--- src/logic/rvlite_pkg.sv ---
// assumes RV32 word addressing with aligned word accesses and no compressed instructions
package rvlite_pkg;

	localparam int xlen       = 32;
	localparam int reg_addr_w = 5;

	// major opcodes of the supported instructions
	localparam logic [6:0] opc_op_imm = 7'b001_0011;
	localparam logic [6:0] opc_auipc  = 7'b001_0111;
	localparam logic [6:0] opc_lui    = 7'b011_0111;
	localparam logic [6:0] opc_jal    = 7'b110_1111;
	localparam logic [6:0] opc_jalr   = 7'b110_0111;
	localparam logic [6:0] opc_store  = 7'b010_0011;
	localparam logic [6:0] opc_load   = 7'b000_0011;

	localparam logic [xlen-1:0] inst_ebreak_word = 32'h0010_0073;
	localparam logic [xlen-1:0] reset_pc         = 32'h0000_0000;

	// apb master to slave
	typedef struct packed {
		logic [xlen-1:0] paddr;
		logic [xlen-1:0] pwdata;
		logic            pwrite;
		logic            psel;
		logic            penable;
	} apb_req_t;

	// apb slave to master
	typedef struct packed {
		logic [xlen-1:0] prdata;
		logic            pready;
		logic            pslverr;
	} apb_rsp_t;

	typedef struct packed {
		logic [11:0]           imm;
		logic [reg_addr_w-1:0] rs1;
		logic [2:0]            funct3;
		logic [reg_addr_w-1:0] rd;
		logic [6:0]            opcode;
	} inst_i_t;

	typedef struct packed {
		logic [6:0]            imm_hi;
		logic [reg_addr_w-1:0] rs2;
		logic [reg_addr_w-1:0] rs1;
		logic [2:0]            funct3;
		logic [4:0]            imm_lo;
		logic [6:0]            opcode;
	} inst_s_t;

	// same 32 bits seen as i-format, s-format or raw
	typedef union packed {
		inst_i_t         i;
		inst_s_t         s;
		logic [xlen-1:0] raw;
	} inst_word_u;

	typedef struct packed {
		logic [xlen-1:0]       src1;
		logic [xlen-1:0]       src2;
		logic [xlen-1:0]       store_data;
		logic [xlen-1:0]       pc;
		logic [reg_addr_w-1:0] rd;
		logic                  is_jump;
		logic                  is_store;
		logic                  is_load;
		logic                  writes_rd;
		logic                  is_ebreak;
	} decode_t;

	typedef struct packed {
		logic                  valid;
		logic [xlen-1:0]       pc;
		logic [reg_addr_w-1:0] rd;
		logic [xlen-1:0]       wdata;
		logic                  wen;
	} retire_t;

endpackage

--- src/logic/rvlite_regfile.sv ---
// reads are combinational and x0 always reads zero with no reset on the array
module rvlite_regfile (
	input  logic                              clk,
	input  logic [rvlite_pkg::reg_addr_w-1:0] raddr1,
	input  logic [rvlite_pkg::reg_addr_w-1:0] raddr2,
	input  logic [rvlite_pkg::reg_addr_w-1:0] waddr,
	input  logic [rvlite_pkg::xlen-1:0]       wdata,
	input  logic                              wen,
	output logic [rvlite_pkg::xlen-1:0]       rdata1,
	output logic [rvlite_pkg::xlen-1:0]       rdata2
);

	logic [rvlite_pkg::xlen-1:0] regs [32];

	// entry 0 is never written
	always_ff @(posedge clk) begin
		if (wen && waddr != '0)
			regs[waddr] <= wdata;
	end

	assign rdata1 = (raddr1 == '0) ? '0 : regs[raddr1];
	assign rdata2 = (raddr2 == '0) ? '0 : regs[raddr2];

endmodule

--- src/logic/rvlite_ifu.sv ---
// one fetch in flight at a time and a fetch error is delivered as an ebreak word so the core halts
module rvlite_ifu (
	input  logic                        clk,
	input  logic                        rst,
	input  logic                        commit,
	input  logic [rvlite_pkg::xlen-1:0] next_pc,
	input  logic                        halted,
	input  logic                        inst_ready,
	input  rvlite_pkg::apb_rsp_t        bus_rsp,
	output rvlite_pkg::apb_req_t        bus_req,
	output logic                        inst_valid,
	output rvlite_pkg::inst_word_u      inst,
	output logic [rvlite_pkg::xlen-1:0] inst_pc
);

	typedef enum logic [1:0] {
		f_idle,
		f_setup,
		f_access
	} fetch_state_t;

	fetch_state_t                state;
	logic [rvlite_pkg::xlen-1:0] pc_q;
	logic [rvlite_pkg::xlen-1:0] pc_d;
	logic [rvlite_pkg::xlen-1:0] fetch_addr;
	logic                        busy;
	logic                        buf_valid;
	logic                        buf_valid_d;
	logic [rvlite_pkg::xlen-1:0] buf_pc;
	rvlite_pkg::inst_word_u      buf_word;
	logic                        xfer;
	logic                        fetch_hit;

	assign xfer       = inst_valid && inst_ready;
	assign inst_valid = buf_valid && !busy;
	assign inst       = buf_word;
	assign inst_pc    = buf_pc;

	// next wanted pc, guessed as pc+4 until the execute unit commits
	always_comb begin
		if (commit)
			pc_d = next_pc;
		else if (xfer)
			pc_d = buf_pc + 32'd4;
		else
			pc_d = pc_q;
	end

	// a returning word is kept only if it is still the one wanted
	assign fetch_hit = (state == f_access) && bus_rsp.pready && (fetch_addr == pc_d);

	always_comb begin
		buf_valid_d = buf_valid;
		if (xfer || (commit && buf_pc != next_pc))
			buf_valid_d = 1'b0;
		if (fetch_hit)
			buf_valid_d = 1'b1;
	end

	always_ff @(posedge clk) begin
		if (rst) begin
			state     <= f_idle;
			pc_q      <= rvlite_pkg::reset_pc;
			busy      <= 1'b0;
			buf_valid <= 1'b0;
		end else begin
			pc_q      <= pc_d;
			buf_valid <= buf_valid_d;
			if (xfer)
				busy <= 1'b1;
			else if (commit)
				busy <= 1'b0;
			case (state)
				f_idle:   if (!halted && !buf_valid_d) state <= f_setup;
				f_setup:  state <= f_access;
				f_access: if (bus_rsp.pready) state <= f_idle;
				default:  state <= f_idle;
			endcase
		end
	end

	always_ff @(posedge clk) begin
		if (state == f_idle)
			fetch_addr <= pc_d;
		if (fetch_hit) begin
			buf_pc       <= fetch_addr;
			buf_word.raw <= bus_rsp.pslverr ? rvlite_pkg::inst_ebreak_word : bus_rsp.prdata;
		end
	end

	always_comb begin
		bus_req         = '0;
		bus_req.paddr   = fetch_addr;
		bus_req.psel    = (state != f_idle);
		bus_req.penable = (state == f_access);
	end

endmodule

--- src/logic/rvlite_idu.sv ---
// decodes addi auipc lui jal jalr sw lw and ebreak only and every other word becomes a no-op
module rvlite_idu (
	input  logic                              clk,
	input  rvlite_pkg::inst_word_u            inst,
	input  logic [rvlite_pkg::xlen-1:0]       inst_pc,
	input  logic [rvlite_pkg::reg_addr_w-1:0] wb_addr,
	input  logic [rvlite_pkg::xlen-1:0]       wb_data,
	input  logic                              wb_en,
	output rvlite_pkg::decode_t               dec
);

	logic [6:0]                  opcode;
	logic [2:0]                  funct3;
	logic                        inst_addi;
	logic                        inst_auipc;
	logic                        inst_lui;
	logic                        inst_jal;
	logic                        inst_jalr;
	logic                        inst_sw;
	logic                        inst_lw;
	logic                        inst_ebreak;
	logic [rvlite_pkg::xlen-1:0] imm_i;
	logic [rvlite_pkg::xlen-1:0] imm_s;
	logic [rvlite_pkg::xlen-1:0] imm_u;
	logic [rvlite_pkg::xlen-1:0] imm_j;
	logic [rvlite_pkg::xlen-1:0] imm;
	logic [rvlite_pkg::xlen-1:0] rs1_data;
	logic [rvlite_pkg::xlen-1:0] rs2_data;

	// opcode and funct3 sit at the same place in both formats
	assign opcode = inst.i.opcode;
	assign funct3 = inst.i.funct3;

	assign inst_addi   = (opcode == rvlite_pkg::opc_op_imm) && (funct3 == 3'b000);
	assign inst_auipc  = (opcode == rvlite_pkg::opc_auipc);
	assign inst_lui    = (opcode == rvlite_pkg::opc_lui);
	assign inst_jal    = (opcode == rvlite_pkg::opc_jal);
	assign inst_jalr   = (opcode == rvlite_pkg::opc_jalr) && (funct3 == 3'b000);
	assign inst_sw     = (opcode == rvlite_pkg::opc_store) && (funct3 == 3'b010);
	assign inst_lw     = (opcode == rvlite_pkg::opc_load) && (funct3 == 3'b010);
	assign inst_ebreak = (inst.raw == rvlite_pkg::inst_ebreak_word);

	// immediates
	assign imm_i = {{20{inst.i.imm[11]}}, inst.i.imm};
	assign imm_s = {{20{inst.s.imm_hi[6]}}, inst.s.imm_hi, inst.s.imm_lo};
	assign imm_u = {inst.raw[31:12], 12'b0};
	assign imm_j = {{12{inst.raw[31]}}, inst.raw[19:12], inst.raw[20], inst.raw[30:21], 1'b0};

	assign imm = ({32{inst_addi | inst_jalr | inst_lw}} & imm_i) |
	             ({32{inst_sw}} & imm_s) |
	             ({32{inst_auipc | inst_lui}} & imm_u) |
	             ({32{inst_jal}} & imm_j);

	rvlite_regfile rvlite_regfile_i (
		.clk    (clk),
		.raddr1 (inst.i.rs1),
		.raddr2 (inst.s.rs2),
		.waddr  (wb_addr),
		.wdata  (wb_data),
		.wen    (wb_en),
		.rdata1 (rs1_data),
		.rdata2 (rs2_data)
	);

	always_comb begin
		dec = '0;
		// lui adds its immediate to zero
		if (inst_jal || inst_auipc)
			dec.src1 = inst_pc;
		else if (inst_lui)
			dec.src1 = '0;
		else
			dec.src1 = rs1_data;
		dec.src2       = imm;
		dec.store_data = rs2_data;
		dec.pc         = inst_pc;
		dec.rd         = inst.i.rd;
		dec.is_jump    = inst_jal || inst_jalr;
		dec.is_store   = inst_sw;
		dec.is_load    = inst_lw;
		dec.writes_rd  = inst_addi || inst_auipc || inst_lui || inst_jal || inst_jalr || inst_lw;
		dec.is_ebreak  = inst_ebreak;
	end

endmodule

--- src/logic/rvlite_exu.sv ---
// one instruction at a time and the core stops for good on ebreak or a data bus error
module rvlite_exu (
	input  logic                              clk,
	input  logic                              rst,
	input  rvlite_pkg::decode_t               dec,
	input  logic                              inst_valid,
	input  logic                              mem_done,
	input  logic [rvlite_pkg::xlen-1:0]       mem_rdata,
	input  logic                              mem_err,
	output logic                              inst_ready,
	output logic                              mem_req,
	output logic                              mem_write,
	output logic [rvlite_pkg::xlen-1:0]       mem_addr,
	output logic [rvlite_pkg::xlen-1:0]       mem_wdata,
	output logic [rvlite_pkg::reg_addr_w-1:0] wb_addr,
	output logic [rvlite_pkg::xlen-1:0]       wb_data,
	output logic                              wb_en,
	output logic                              commit,
	output logic [rvlite_pkg::xlen-1:0]       next_pc,
	output logic                              halted,
	output rvlite_pkg::retire_t               retire
);

	typedef enum logic [2:0] {
		ex_idle,
		ex_exec,
		ex_mem,
		ex_done,
		ex_stop
	} ex_state_t;

	ex_state_t                   state;
	rvlite_pkg::decode_t         dec_q;
	logic [rvlite_pkg::xlen-1:0] sum;
	logic [rvlite_pkg::xlen-1:0] pc_plus4;
	logic [rvlite_pkg::xlen-1:0] load_q;
	logic [rvlite_pkg::xlen-1:0] result;

	// every supported instruction is an add
	assign sum      = dec_q.src1 + dec_q.src2;
	assign pc_plus4 = dec_q.pc + 32'd4;

	assign inst_ready = (state == ex_idle);
	assign mem_req    = (state == ex_mem);
	assign mem_write  = dec_q.is_store;
	assign mem_addr   = sum;
	assign mem_wdata  = dec_q.store_data;
	assign commit     = (state == ex_exec) || (state == ex_done);

	// jal targets are even already so clearing bit 0 only matters for jalr
	always_comb begin
		if (dec_q.is_jump) begin
			result  = pc_plus4;
			next_pc = {sum[rvlite_pkg::xlen-1:1], 1'b0};
		end else begin
			result  = dec_q.is_load ? load_q : sum;
			next_pc = pc_plus4;
		end
	end

	assign wb_addr = dec_q.rd;
	assign wb_data = (dec_q.rd == '0) ? '0 : result;
	assign wb_en   = commit && dec_q.writes_rd;

	always_ff @(posedge clk) begin
		if (rst) begin
			state  <= ex_idle;
			halted <= 1'b0;
			retire <= '0;
		end else begin
			case (state)
				ex_idle: if (inst_valid) state <= (dec.is_load || dec.is_store) ? ex_mem : ex_exec;
				ex_exec: state <= dec_q.is_ebreak ? ex_stop : ex_idle;
				ex_mem:  if (mem_done) state <= mem_err ? ex_stop : ex_done;
				ex_done: state <= ex_idle;
				default: state <= ex_stop;
			endcase
			if ((mem_done && mem_err) || state == ex_stop)
				halted <= 1'b1;
			retire.valid <= commit;
			retire.pc    <= dec_q.pc;
			retire.rd    <= dec_q.rd;
			retire.wdata <= wb_data;
			retire.wen   <= wb_en;
		end
	end

	always_ff @(posedge clk) begin
		if (inst_valid && inst_ready)
			dec_q <= dec;
		if (mem_done)
			load_q <= mem_rdata;
	end

endmodule

--- src/logic/rvlite_lsu.sv ---
// one word transfer per request and mem_done follows pready in the same cycle
module rvlite_lsu (
	input  logic                        clk,
	input  logic                        rst,
	input  logic                        mem_req,
	input  logic                        mem_write,
	input  logic [rvlite_pkg::xlen-1:0] mem_addr,
	input  logic [rvlite_pkg::xlen-1:0] mem_wdata,
	input  rvlite_pkg::apb_rsp_t        bus_rsp,
	output rvlite_pkg::apb_req_t        bus_req,
	output logic                        mem_done,
	output logic [rvlite_pkg::xlen-1:0] mem_rdata,
	output logic                        mem_err
);

	typedef enum logic [1:0] {
		l_idle,
		l_setup,
		l_access
	} lsu_state_t;

	lsu_state_t                  state;
	logic [rvlite_pkg::xlen-1:0] addr_q;
	logic [rvlite_pkg::xlen-1:0] wdata_q;
	logic                        write_q;

	assign mem_done  = (state == l_access) && bus_rsp.pready;
	assign mem_rdata = bus_rsp.prdata;
	assign mem_err   = mem_done && bus_rsp.pslverr;

	always_ff @(posedge clk) begin
		if (rst) begin
			state <= l_idle;
		end else begin
			case (state)
				l_idle:   if (mem_req) state <= l_setup;
				l_setup:  state <= l_access;
				l_access: if (bus_rsp.pready) state <= l_idle;
				default:  state <= l_idle;
			endcase
		end
	end

	// request is captured once and held through the transfer
	always_ff @(posedge clk) begin
		if (state == l_idle) begin
			addr_q  <= mem_addr;
			wdata_q <= mem_wdata;
			write_q <= mem_write;
		end
	end

	always_comb begin
		bus_req.paddr   = addr_q;
		bus_req.pwdata  = wdata_q;
		bus_req.pwrite  = write_q;
		bus_req.psel    = (state != l_idle);
		bus_req.penable = (state == l_access);
	end

endmodule

--- src/logic/rvlite_mem_arbiter.sv ---
// fixed priority to the load/store unit and the arbiter makes its own setup phase to the slave
module rvlite_mem_arbiter (
	input  logic                 clk,
	input  logic                 rst,
	input  rvlite_pkg::apb_req_t ifu_req,
	input  rvlite_pkg::apb_req_t lsu_req,
	input  rvlite_pkg::apb_rsp_t slv_rsp,
	output rvlite_pkg::apb_rsp_t ifu_rsp,
	output rvlite_pkg::apb_rsp_t lsu_rsp,
	output rvlite_pkg::apb_req_t slv_req
);

	// busy marks the access phase of a granted transfer
	logic                 busy;
	logic                 owner_lsu;
	logic                 grant_lsu;
	rvlite_pkg::apb_req_t sel_req;

	// owner is locked while busy, otherwise lsu wins any tie
	assign grant_lsu = busy ? owner_lsu : lsu_req.psel;
	assign sel_req   = grant_lsu ? lsu_req : ifu_req;

	always_comb begin
		slv_req         = sel_req;
		slv_req.psel    = busy || sel_req.psel;
		slv_req.penable = busy;
	end

	// the master that does not own the bus just sees a long wait
	always_comb begin
		ifu_rsp         = slv_rsp;
		lsu_rsp         = slv_rsp;
		ifu_rsp.pready  = busy && !owner_lsu && slv_rsp.pready;
		ifu_rsp.pslverr = busy && !owner_lsu && slv_rsp.pslverr;
		lsu_rsp.pready  = busy && owner_lsu && slv_rsp.pready;
		lsu_rsp.pslverr = busy && owner_lsu && slv_rsp.pslverr;
	end

	always_ff @(posedge clk) begin
		if (rst) begin
			busy      <= 1'b0;
			owner_lsu <= 1'b0;
		end else if (!busy) begin
			if (sel_req.psel) begin
				busy      <= 1'b1;
				owner_lsu <= grant_lsu;
			end
		end else if (slv_rsp.pready) begin
			busy <= 1'b0;
		end
	end

endmodule

--- src/logic/rvlite_top.sv ---
// one apb master port shared by fetch and data with the retire trace one cycle after commit
module rvlite_top (
	input  logic                 clk,
	input  logic                 rst,
	input  rvlite_pkg::apb_rsp_t apb_rsp,
	output rvlite_pkg::apb_req_t apb_req,
	output rvlite_pkg::retire_t  retire,
	output logic                 halted
);

	logic                              commit;
	logic [rvlite_pkg::xlen-1:0]       next_pc;
	logic                              inst_valid;
	logic                              inst_ready;
	rvlite_pkg::inst_word_u            inst;
	logic [rvlite_pkg::xlen-1:0]       inst_pc;
	rvlite_pkg::decode_t               dec;
	logic [rvlite_pkg::reg_addr_w-1:0] wb_addr;
	logic [rvlite_pkg::xlen-1:0]       wb_data;
	logic                              wb_en;
	logic                              mem_req;
	logic                              mem_write;
	logic [rvlite_pkg::xlen-1:0]       mem_addr;
	logic [rvlite_pkg::xlen-1:0]       mem_wdata;
	logic                              mem_done;
	logic [rvlite_pkg::xlen-1:0]       mem_rdata;
	logic                              mem_err;
	rvlite_pkg::apb_req_t              ifu_req;
	rvlite_pkg::apb_rsp_t              ifu_rsp;
	rvlite_pkg::apb_req_t              lsu_req;
	rvlite_pkg::apb_rsp_t              lsu_rsp;

	rvlite_ifu rvlite_ifu_i (
		.clk        (clk),
		.rst        (rst),
		.commit     (commit),
		.next_pc    (next_pc),
		.halted     (halted),
		.inst_ready (inst_ready),
		.bus_rsp    (ifu_rsp),
		.bus_req    (ifu_req),
		.inst_valid (inst_valid),
		.inst       (inst),
		.inst_pc    (inst_pc)
	);

	rvlite_idu rvlite_idu_i (
		.clk     (clk),
		.inst    (inst),
		.inst_pc (inst_pc),
		.wb_addr (wb_addr),
		.wb_data (wb_data),
		.wb_en   (wb_en),
		.dec     (dec)
	);

	rvlite_exu rvlite_exu_i (
		.clk        (clk),
		.rst        (rst),
		.dec        (dec),
		.inst_valid (inst_valid),
		.mem_done   (mem_done),
		.mem_rdata  (mem_rdata),
		.mem_err    (mem_err),
		.inst_ready (inst_ready),
		.mem_req    (mem_req),
		.mem_write  (mem_write),
		.mem_addr   (mem_addr),
		.mem_wdata  (mem_wdata),
		.wb_addr    (wb_addr),
		.wb_data    (wb_data),
		.wb_en      (wb_en),
		.commit     (commit),
		.next_pc    (next_pc),
		.halted     (halted),
		.retire     (retire)
	);

	rvlite_lsu rvlite_lsu_i (
		.clk       (clk),
		.rst       (rst),
		.mem_req   (mem_req),
		.mem_write (mem_write),
		.mem_addr  (mem_addr),
		.mem_wdata (mem_wdata),
		.bus_rsp   (lsu_rsp),
		.bus_req   (lsu_req),
		.mem_done  (mem_done),
		.mem_rdata (mem_rdata),
		.mem_err   (mem_err)
	);

	rvlite_mem_arbiter rvlite_mem_arbiter_i (
		.clk     (clk),
		.rst     (rst),
		.ifu_req (ifu_req),
		.lsu_req (lsu_req),
		.slv_rsp (apb_rsp),
		.ifu_rsp (ifu_rsp),
		.lsu_rsp (lsu_rsp),
		.slv_req (apb_req)
	);

endmodule

--- config.mk ---
export PLATFORM = sky130hd
export DESIGN_NAME = rvlite_top
export DESIGN_NICKNAME = d
export VERILOG_FILES = /design/src/logic/rvlite_pkg.sv /design/src/logic/rvlite_regfile.sv /design/src/logic/rvlite_ifu.sv /design/src/logic/rvlite_idu.sv /design/src/logic/rvlite_exu.sv /design/src/logic/rvlite_lsu.sv /design/src/logic/rvlite_mem_arbiter.sv /design/src/logic/rvlite_top.sv
export SDC_FILE = /design/constraint.sdc
export NUM_CORES = 2
export LEC_CHECK = 0
export BUFFER_PORTS_ARGS = -buffer_cell sky130_fd_sc_hd__buf_2
export CAP_MARGIN = 20
export CORE_AREA = 5 5 460 462
export DETAILED_ROUTE_END_ITERATION = 10
export DIE_AREA = 0 0 465 467
export SLEW_MARGIN = 20
export SYNTH_ARGS = -nofsm -noshare
export SYNTH_HDL_FRONTEND = slang
export SYNTH_HIERARCHICAL = 1
export SYNTH_SLANG_ARGS = --single-unit
--- constraint.sdc ---
create_clock -name clk -period 9.2 [get_ports clk]
set_input_delay 1.84 -clock clk [delete_from_list [all_inputs] [get_ports clk]]
set_output_delay 1.84 -clock clk [all_outputs]
set_load 0.05 [all_outputs]
[Word-level counts from Yosys, hierarchy flattened]
Memories as Yosys holds them, arrays and structs flattened. A register that Yosys moved wholly into a read port is not among the register bits.
Index checks and enable logic that the tools add are counted.
Word-level totals
  register bits after elaboration: 414
  memory bits (writable): 1024
  input bits: 36
  output and inout bits: 139
  logic and storage cells: 156
  memories kept: 1
Memory list
  rvlite_idu_i.rvlite_regfile_i.regs: depth 32, bits a word 32, rd ports 2, clocked after memory_dff 2, wr ports 1, RTL line rvlite_regfile.sv:13  | logic [rvlite_pkg::xlen-1:0] regs [32];
Cells by class
  $add $sub $neg: 3
  eq/ne operators: 25
  multiplexer cells: 34
  bitwise operators: 11
  reductions and logical operators: 52
Operators with widths (count)
  $mux 32: 9
  $and 32x32->32: 4
  $or 32x32->32: 3
  $mux 67: 1
  $add 32x3->32 const B: 2
  $add 32x32->32: 1
  $eq 32x21->1 const B: 1
  $eq 32x32->1: 1
  $ne 32x32->1: 1
  $logic_and 1x1->1: 21
  $logic_not 5->1: 3
  $eq 7x5->1 const B: 2
  $eq 7x6->1 const B: 2
  $eq 7x7->1 const B: 2
  $logic_or 1x1->1: 12
  $mux 3: 4
  $pmux 2 s3: 2
  $pmux 3 s4: 1
  $mux 1: 10
  $mux 2: 5
  $mux 5: 2
  $eq 3x2->1 const B: 3
  $reduce_and 2->1: 4
  $eq 7x2->1 const B: 1
  other kinds (13): 28

[Longest topological paths before layout]
  word-level depth: 12
  mapped depth: 18
  depth with buffers taken out: 18

[Hierarchy]
The synthesis kept the hierarchy.
Modules (own cells, without submodules)
  rvlite_regfile: times used 1, cells each 2564, area an instance 47929.7 um2, seq. area each 30749.5 um2
  rvlite_exu: times used 1, cells each 969, area an instance 11063.1 um2, seq. area each 6606.3 um2
  rvlite_ifu: times used 1, cells each 760, area an instance 7790.0 um2, seq. area each 3603.5 um2
  rvlite_lsu: times used 1, cells each 109, area an instance 2307.2 um2, seq. area each 1991.9 um2
  rvlite_mem_arbiter: times used 1, cells each 152, area an instance 1642.8 um2, seq. area each 40.0 um2
  rvlite_idu: times used 1, cells each 154, area an instance 1192.4 um2, seq. area each 0.0 um2

[Worst setup path after synthesis]
Ideal clock, no wire load.
  kind: register -> register
  start: register rvlite_exu_i/dec_q[74] in the netlist's numbering
  end: memory rvlite_idu_i/rvlite_regfile_i/regs[0][18] in the netlist's numbering (data pin)
  library setup time: 754 ps
  arrival: 5192 ps
  data required time: 8446 ps
  slack: 3254 ps
  cell stages (with the launch flop): 11
  path buffers: 0
  clock period less this slack: 5946 ps
  cells stage by stage: edfxtp_1 -> ha_1 -> fa_1 -> a21o_1 -> a221oi_2 -> o21ai_2 -> a21o_1 -> a21oi_1 -> o21ai_0 -> xnor2_1 -> a2111oi_0
Between the ends
  cells in the longest elaborated chain, start to end: 4
Ends and longest elaborated chain
  start: declaration: RTL line rvlite_exu.sv:33  | rvlite_pkg::decode_t dec_q;
  start signal: assignment: RTL line rvlite_exu.sv:90  | dec_q <= dec;
  $add 32x32->32: RTL line rvlite_exu.sv:40  | assign sum = dec_q.src1 + dec_q.src2;
  $mux 32: RTL line rvlite_exu.sv:56  | result = dec_q.is_load ? load_q : sum;
  $mux 32: RTL line rvlite_exu.sv:52  | if (dec_q.is_jump) begin
  $mux 32: RTL line rvlite_exu.sv:62  | assign wb_data = (dec_q.rd == '0) ? '0 : result;
  net wb_data, one bit: RTL line rvlite_top.sv:19  | logic [rvlite_pkg::xlen-1:0] wb_data;
  end: declaration: RTL line rvlite_regfile.sv:13
The timed path passes the listed nets, and every way through them passes these cells.

[Worst setup path after layout]
  start: register rvlite_exu_i/dec_q[74] in the netlist's numbering
  end: register rvlite_ifu_i.buf_word (netlist bit rvlite_ifu_i/inst[10]), enable pin
Between the ends
  cells in the longest elaborated chain, start to end: 5
Ends and longest elaborated chain
  $add 32x32->32: RTL line rvlite_exu.sv:40
  $mux 32: RTL line rvlite_exu.sv:52
  net next_pc, one bit: RTL line rvlite_top.sv:12  | logic [rvlite_pkg::xlen-1:0] next_pc;
  $mux 32: RTL line rvlite_ifu.sv:41  | if (commit)
  $eq 32x32->1: RTL line rvlite_ifu.sv:50  | assign fetch_hit = (state == f_access) && bus_rsp.pready && (fetch_addr == pc_d);
  $logic_and 1x1->1: RTL line rvlite_ifu.sv:50
  net rvlite_ifu_i.fetch_hit: RTL line rvlite_ifu.sv:32  | logic fetch_hit;
  end: declaration: RTL line rvlite_ifu.sv:30  | rvlite_pkg::inst_word_u buf_word;
The timed path passes the listed nets, and every way through them passes these cells.
A chain may end at the register's enable or synchronous reset.

==> results.yml <==
synth:
  synthXorXnorAreaFrac: 0.0157
  yosysSeqAreaShare: 0.598
  ys_warn_count: 6
  yosys.area_share.simple: 0.0669
  muxShareOfSynthArea: 0.185
  ys_ff_latch: 1470
  async_flop_share: 0
  synthCells: 4708
  synth_cell_type_count: 120
  synth_compound_area_frac: 0.0794
  synth_ff_type: "edfxtp_1"
  syn_area_per_cell_sq_um: 15.3
  yosys.area_share.adder: 0.00602
  netlist_top_cells_area: "edfxtp_1 57%, mux4_2 9.3%, mux2i_1 4.7%"
  synth_area_sq_um: 71900
  yosysTopAreaCellShare: 0.566
  synth_top_family_by_area: "multiplexers"
  synth_top_area_cell: "edfxtp_1"
  synth_edf_count: 1355
floorplan:
  die_area_sq_um: 217000
  rows: 167
  coreArea_sq_um: 207000
  fp.dieH_um: 467
  start_util: 0.348
  die_w_um: 465
  io_pins: 175
timing:
  hold_viol: 0
  tightest_slew_ps: 1170
  fin_skew_ps: 47.4
  rsz0062_at_grt: "no"
  finalSetupViolations: 0
  max_freq_mhz: 160
  fin_tns_setup_ps: 0
  final.period_utilization: 0.680
  relSlewSlack: 0.217
  period_minus_slack_ps: 6250
  slew_viol_final: 0
power:
  p_int_uw: 10900
  p_seq_frac: 0.524
  p_per_area_nw_per_um2: 174
  clkPwrFrac: 0.449
  p_leak_uw: 0.0273
  comb_power_share: 0.027
  p_total_uw: 13900
  switchingPower_uw: 2970
  switching_share: 0.214
  ir_worst_vdd_uv: 124
global_route:
  grt.overflow.total: 0
  grt_pass1_wl_um: 347000
  grt_pass1_vias: 44610
  grt.total_usage: 0.224
  grt_max_degree: 105
  antenna_found_initial: 14
drt:
  drtIter0Drc: 6391
  wirelength_um: 251000
  postRouteAntennaNets: 0
  wire_per_inst_um: 33.2
  first_pass_iters: 6
  remaining_drc_errors: 0
  via_per_inst: 6.12
  dr_total_vias: 46293
critical_path:
  worstSetupEndpointType: "flip-flop"
  cp-start-kind: "flip-flop"
  rrSetupSlack_ps: 2950
  r2r_start: "rvlite_exu_i/dec_q[74]$_DFFE_PP_"
  slowest_stage: "and4_4"
  rr_endpoint: "rvlite_ifu_i/inst[10]$_SDFFCE_PP0P_"
  critPathMaxStageDelay_ps: 940
  cp_data_arrival_time_ps: 6660
  r2r_cells: 18
  crit_chain: "ha_1 -> fa_1 -> a21o_1 -> a221oi_2 -> or2_2 -> a21oi_1 -> o221ai_1 -> a21oi_1 -> xnor2_1 -> mux2i_1 -> nand2_1 -> nor2_1 -> a2111oi_0 -> nand4_1 -> nor4_1 -> o2111ai_1 -> nor4_1 -> and4_4"
  critical_path_class: "flip-flop to flip-flop"
  path_max_fanout: 64
  critPathRequiredTime_ps: 9600
finish:
  syn2layout_area_growth_pct: 11.0
  drive_gt1_frac: 0.237
  fin_nets: 4799
clock_network:
  numCtsBuffers: 156
  cts_tree: "done"
  cts_buffer_depth: 3
  cts.clk_slew.worst_paths_ps: 60
  clk_latency_ps: 810
  h-tree-depth: 4
  cts_hold_buf: 0
  clock_sinks: 1470
  cts_resized: 0
  cts_root_buf: "clkbuf_16"
  postCtsSetupBuffers: 0
placed_design:
  io_buffers: 174
  gp_congestion: 0.916
  post-dp-hpwl_um: 155000
hold_path:
  hold_start: "rvlite_exu_i/mem_wdata[18]$_DFFE_PP_"
  hold_path_depth: 0
  min_path_type: "flip-flop to flip-flop"
  min_to: "rvlite_lsu_i/wdata_q[18]$_DFFE_PN_"
run:
  maxCapViolations: 0
run_status:
  status: "finished clean"
[layout by cell type, fill, tap and decap left out, types with 15 or more instances in the layout]
cell	netlist	routed
nor4_1	31	31
nand2_1	206	206
nand3b_1	15	15
and3_1	34	31
clkinv_2	0	23
ha_1	33	33
conb_1	2	65
nor2_4	1	48
buf_2	71	173
a221oi_2	21	21
mux4_1	54	54
a221oi_1	40	40
clkbuf_16	0	162
o221ai_1	69	69
a22oi_1	68	68
or2_2	17	17
and2_1	23	19
nand3_1	43	43
dfxtp_1	115	115
mux2_2	88	88
nand4_1	64	64
nor2_1	173	123
mux2i_1	341	341
nor2b_1	139	134
mux4_2	298	298
a21oi_1	135	133
nor3_1	44	43
a21o_1	45	45
xnor2_1	57	57
clkinv_1	1	37
mux2_4	50	50
inv_1	58	55
a211oi_1	80	77
o21ai_0	112	107
clkbuf_1	145	26
a22o_1	39	39
a311oi_1	34	27
xor2_1	67	67
buf_4	267	147
edfxtp_1	1355	1355
[synth_stat cells (17+ instances only)]
cell	instances
xnor2_1	57
nor2_1	173
a22o_1	39
a21oi_1	135
nand4_1	64
buf_6	19
nand2_1	206
o221ai_1	69
xor2_1	67
and3_1	34
or2_2	17
buf_2	71
ha_1	33
mux4_1	54
and2_1	23
dfxtp_1	115
a311oi_1	34
mux2_4	50
a21o_1	45
nand3_1	43
a221oi_2	21
mux2_2	88
o21ai_0	112
nor3_1	44
mux2i_1	341
buf_4	267
nor2b_1	139
inv_1	58
mux4_2	298
edfxtp_1	1355
a211oi_1	80
nor4_1	31
a221oi_1	40
a22oi_1	68
clkbuf_1	145
[critical path: cells and delay by family, from the launching register on]
kind | cells | cell delay, ps
xor gates and xnor gates | 1 | 430
adders and majority gates | 2 | 670
DFF | 1 | 370
AOI/OAI and AO/OA | 7 | 1820
muxes | 1 | 300
and+or+nand+nor | 7 | 2180
[how the worst max path moves through the flow]
stage	start	endpoint	cells past startpoint
6_report	rvlite_exu_i/dec_q[74]$_DFFE_PP_	rvlite_ifu_i/inst[10]$_SDFFCE_PP0P_	18
2_1_floorplan	rvlite_exu_i/dec_q[74]$_DFFE_PP_	rvlite_idu_i/rvlite_regfile_i/regs[0][18]$_DFFE_PP_	10
5_1_grt	rvlite_exu_i/dec_q[74]$_DFFE_PP_	rvlite_ifu_i/inst[10]$_SDFFCE_PP0P_	18
4_1_cts	rvlite_exu_i/dec_q[74]$_DFFE_PP_	rvlite_ifu_i/inst_pc[5]$_DFFE_PP_	18
3_5_place_dp	rvlite_exu_i/dec_q[74]$_DFFE_PP_	rvlite_ifu_i/inst[20]$_SDFFCE_PP1P_	18
3_3_place_gp	rvlite_exu_i/dec_q[74]$_DFFE_PP_	rvlite_ifu_i/inst[20]$_SDFFCE_PP1P_	18
[cells by family (layout without fill, tap and decap cells)]
| logic type | count (synthesis) | after routing |
|---|---|---|
| other | 2 | 75 |
| DFF | 1470 | 1470 |
| adders and majority gates | 34 | 34 |
| muxes | 831 | 831 |
| and+or+nand+nor | 891 | 891 |
| xor gates and xnor gates | 126 | 126 |
| AOI/OAI and AO/OA | 771 | 771 |
| buffers and inverters | 583 | 665 |
[flip-flops by register name, indices dropped and copies added (netlist names), 2 cells and up]
register                            cells
rvlite_ifu_i/inst                      32
rvlite_exu_i/wb_addr                    5
rvlite_exu_i/state                      3
rvlite_exu_i/retire                    71
rvlite_exu_i/mem_wdata                 32
rvlite_lsu_i/addr_q                    32
rvlite_lsu_i/state                      2
rvlite_exu_i/load_q                    32
rvlite_ifu_i/pc_q                      32
rvlite_lsu_i/wdata_q                   32
rvlite_ifu_i/state                      2
rvlite_idu_i/rvlite_regfile_i/regs   1024
rvlite_exu_i/dec_q                    100
rvlite_ifu_i/fetch_addr                32
rvlite_ifu_i/inst_pc                   32
[final cells by class]
| class | count | area, sq um |
|---|---|---|
| Multi-Input combinational cell | 2718 | 26200 |
| Inverter | 60 | 226 |
| Clock buffer | 198 | 4290 |
| Fill cell | 18861 | 127000 |
| Antenna cell | 10 | 25.0 |
| Clock inverter | 84 | 707 |
| Tap cell | 2704 | 3380 |
| Timing Repair Buffer | 323 | 2030 |
| Sequential cell | 1470 | 43000 |
[per-stage QoR]
step                      cell area, sq um  utilization  instances  hold slack, ps  setup slack (ps)
final                                79800        0.386       7567             419              2950
after global routing                 79800        0.386       7559             426              2500
after floorplan                      72200            -       4771             400              3250
after global placement               74700        0.362       7275             401              3010
after detailed placement             74700        0.362       7275             405              3010
after CTS                            79700        0.386       7557             419              2970
[metal layers]
metal	GRT usage	part of all wire	vias to the layer above
li1	-	-	18678
met1	0.292	0.38	23914
met2	0.352	0.46	3073
met3	0.0523	0.11	620
met4	0.111	0.057	8
met5	0.000659	0.00026	-
[power groups by stage]
stage	logic, uW	clock network, uW	registers [uW]
after floorplan	265	0	7430
after global placement	374	0	7420
after detailed placement	373	0	7420
after CTS	374	6310	7280
after global routing	387	6590	7280
final	376	6230	7280
(Power assumes the default switching activity.)
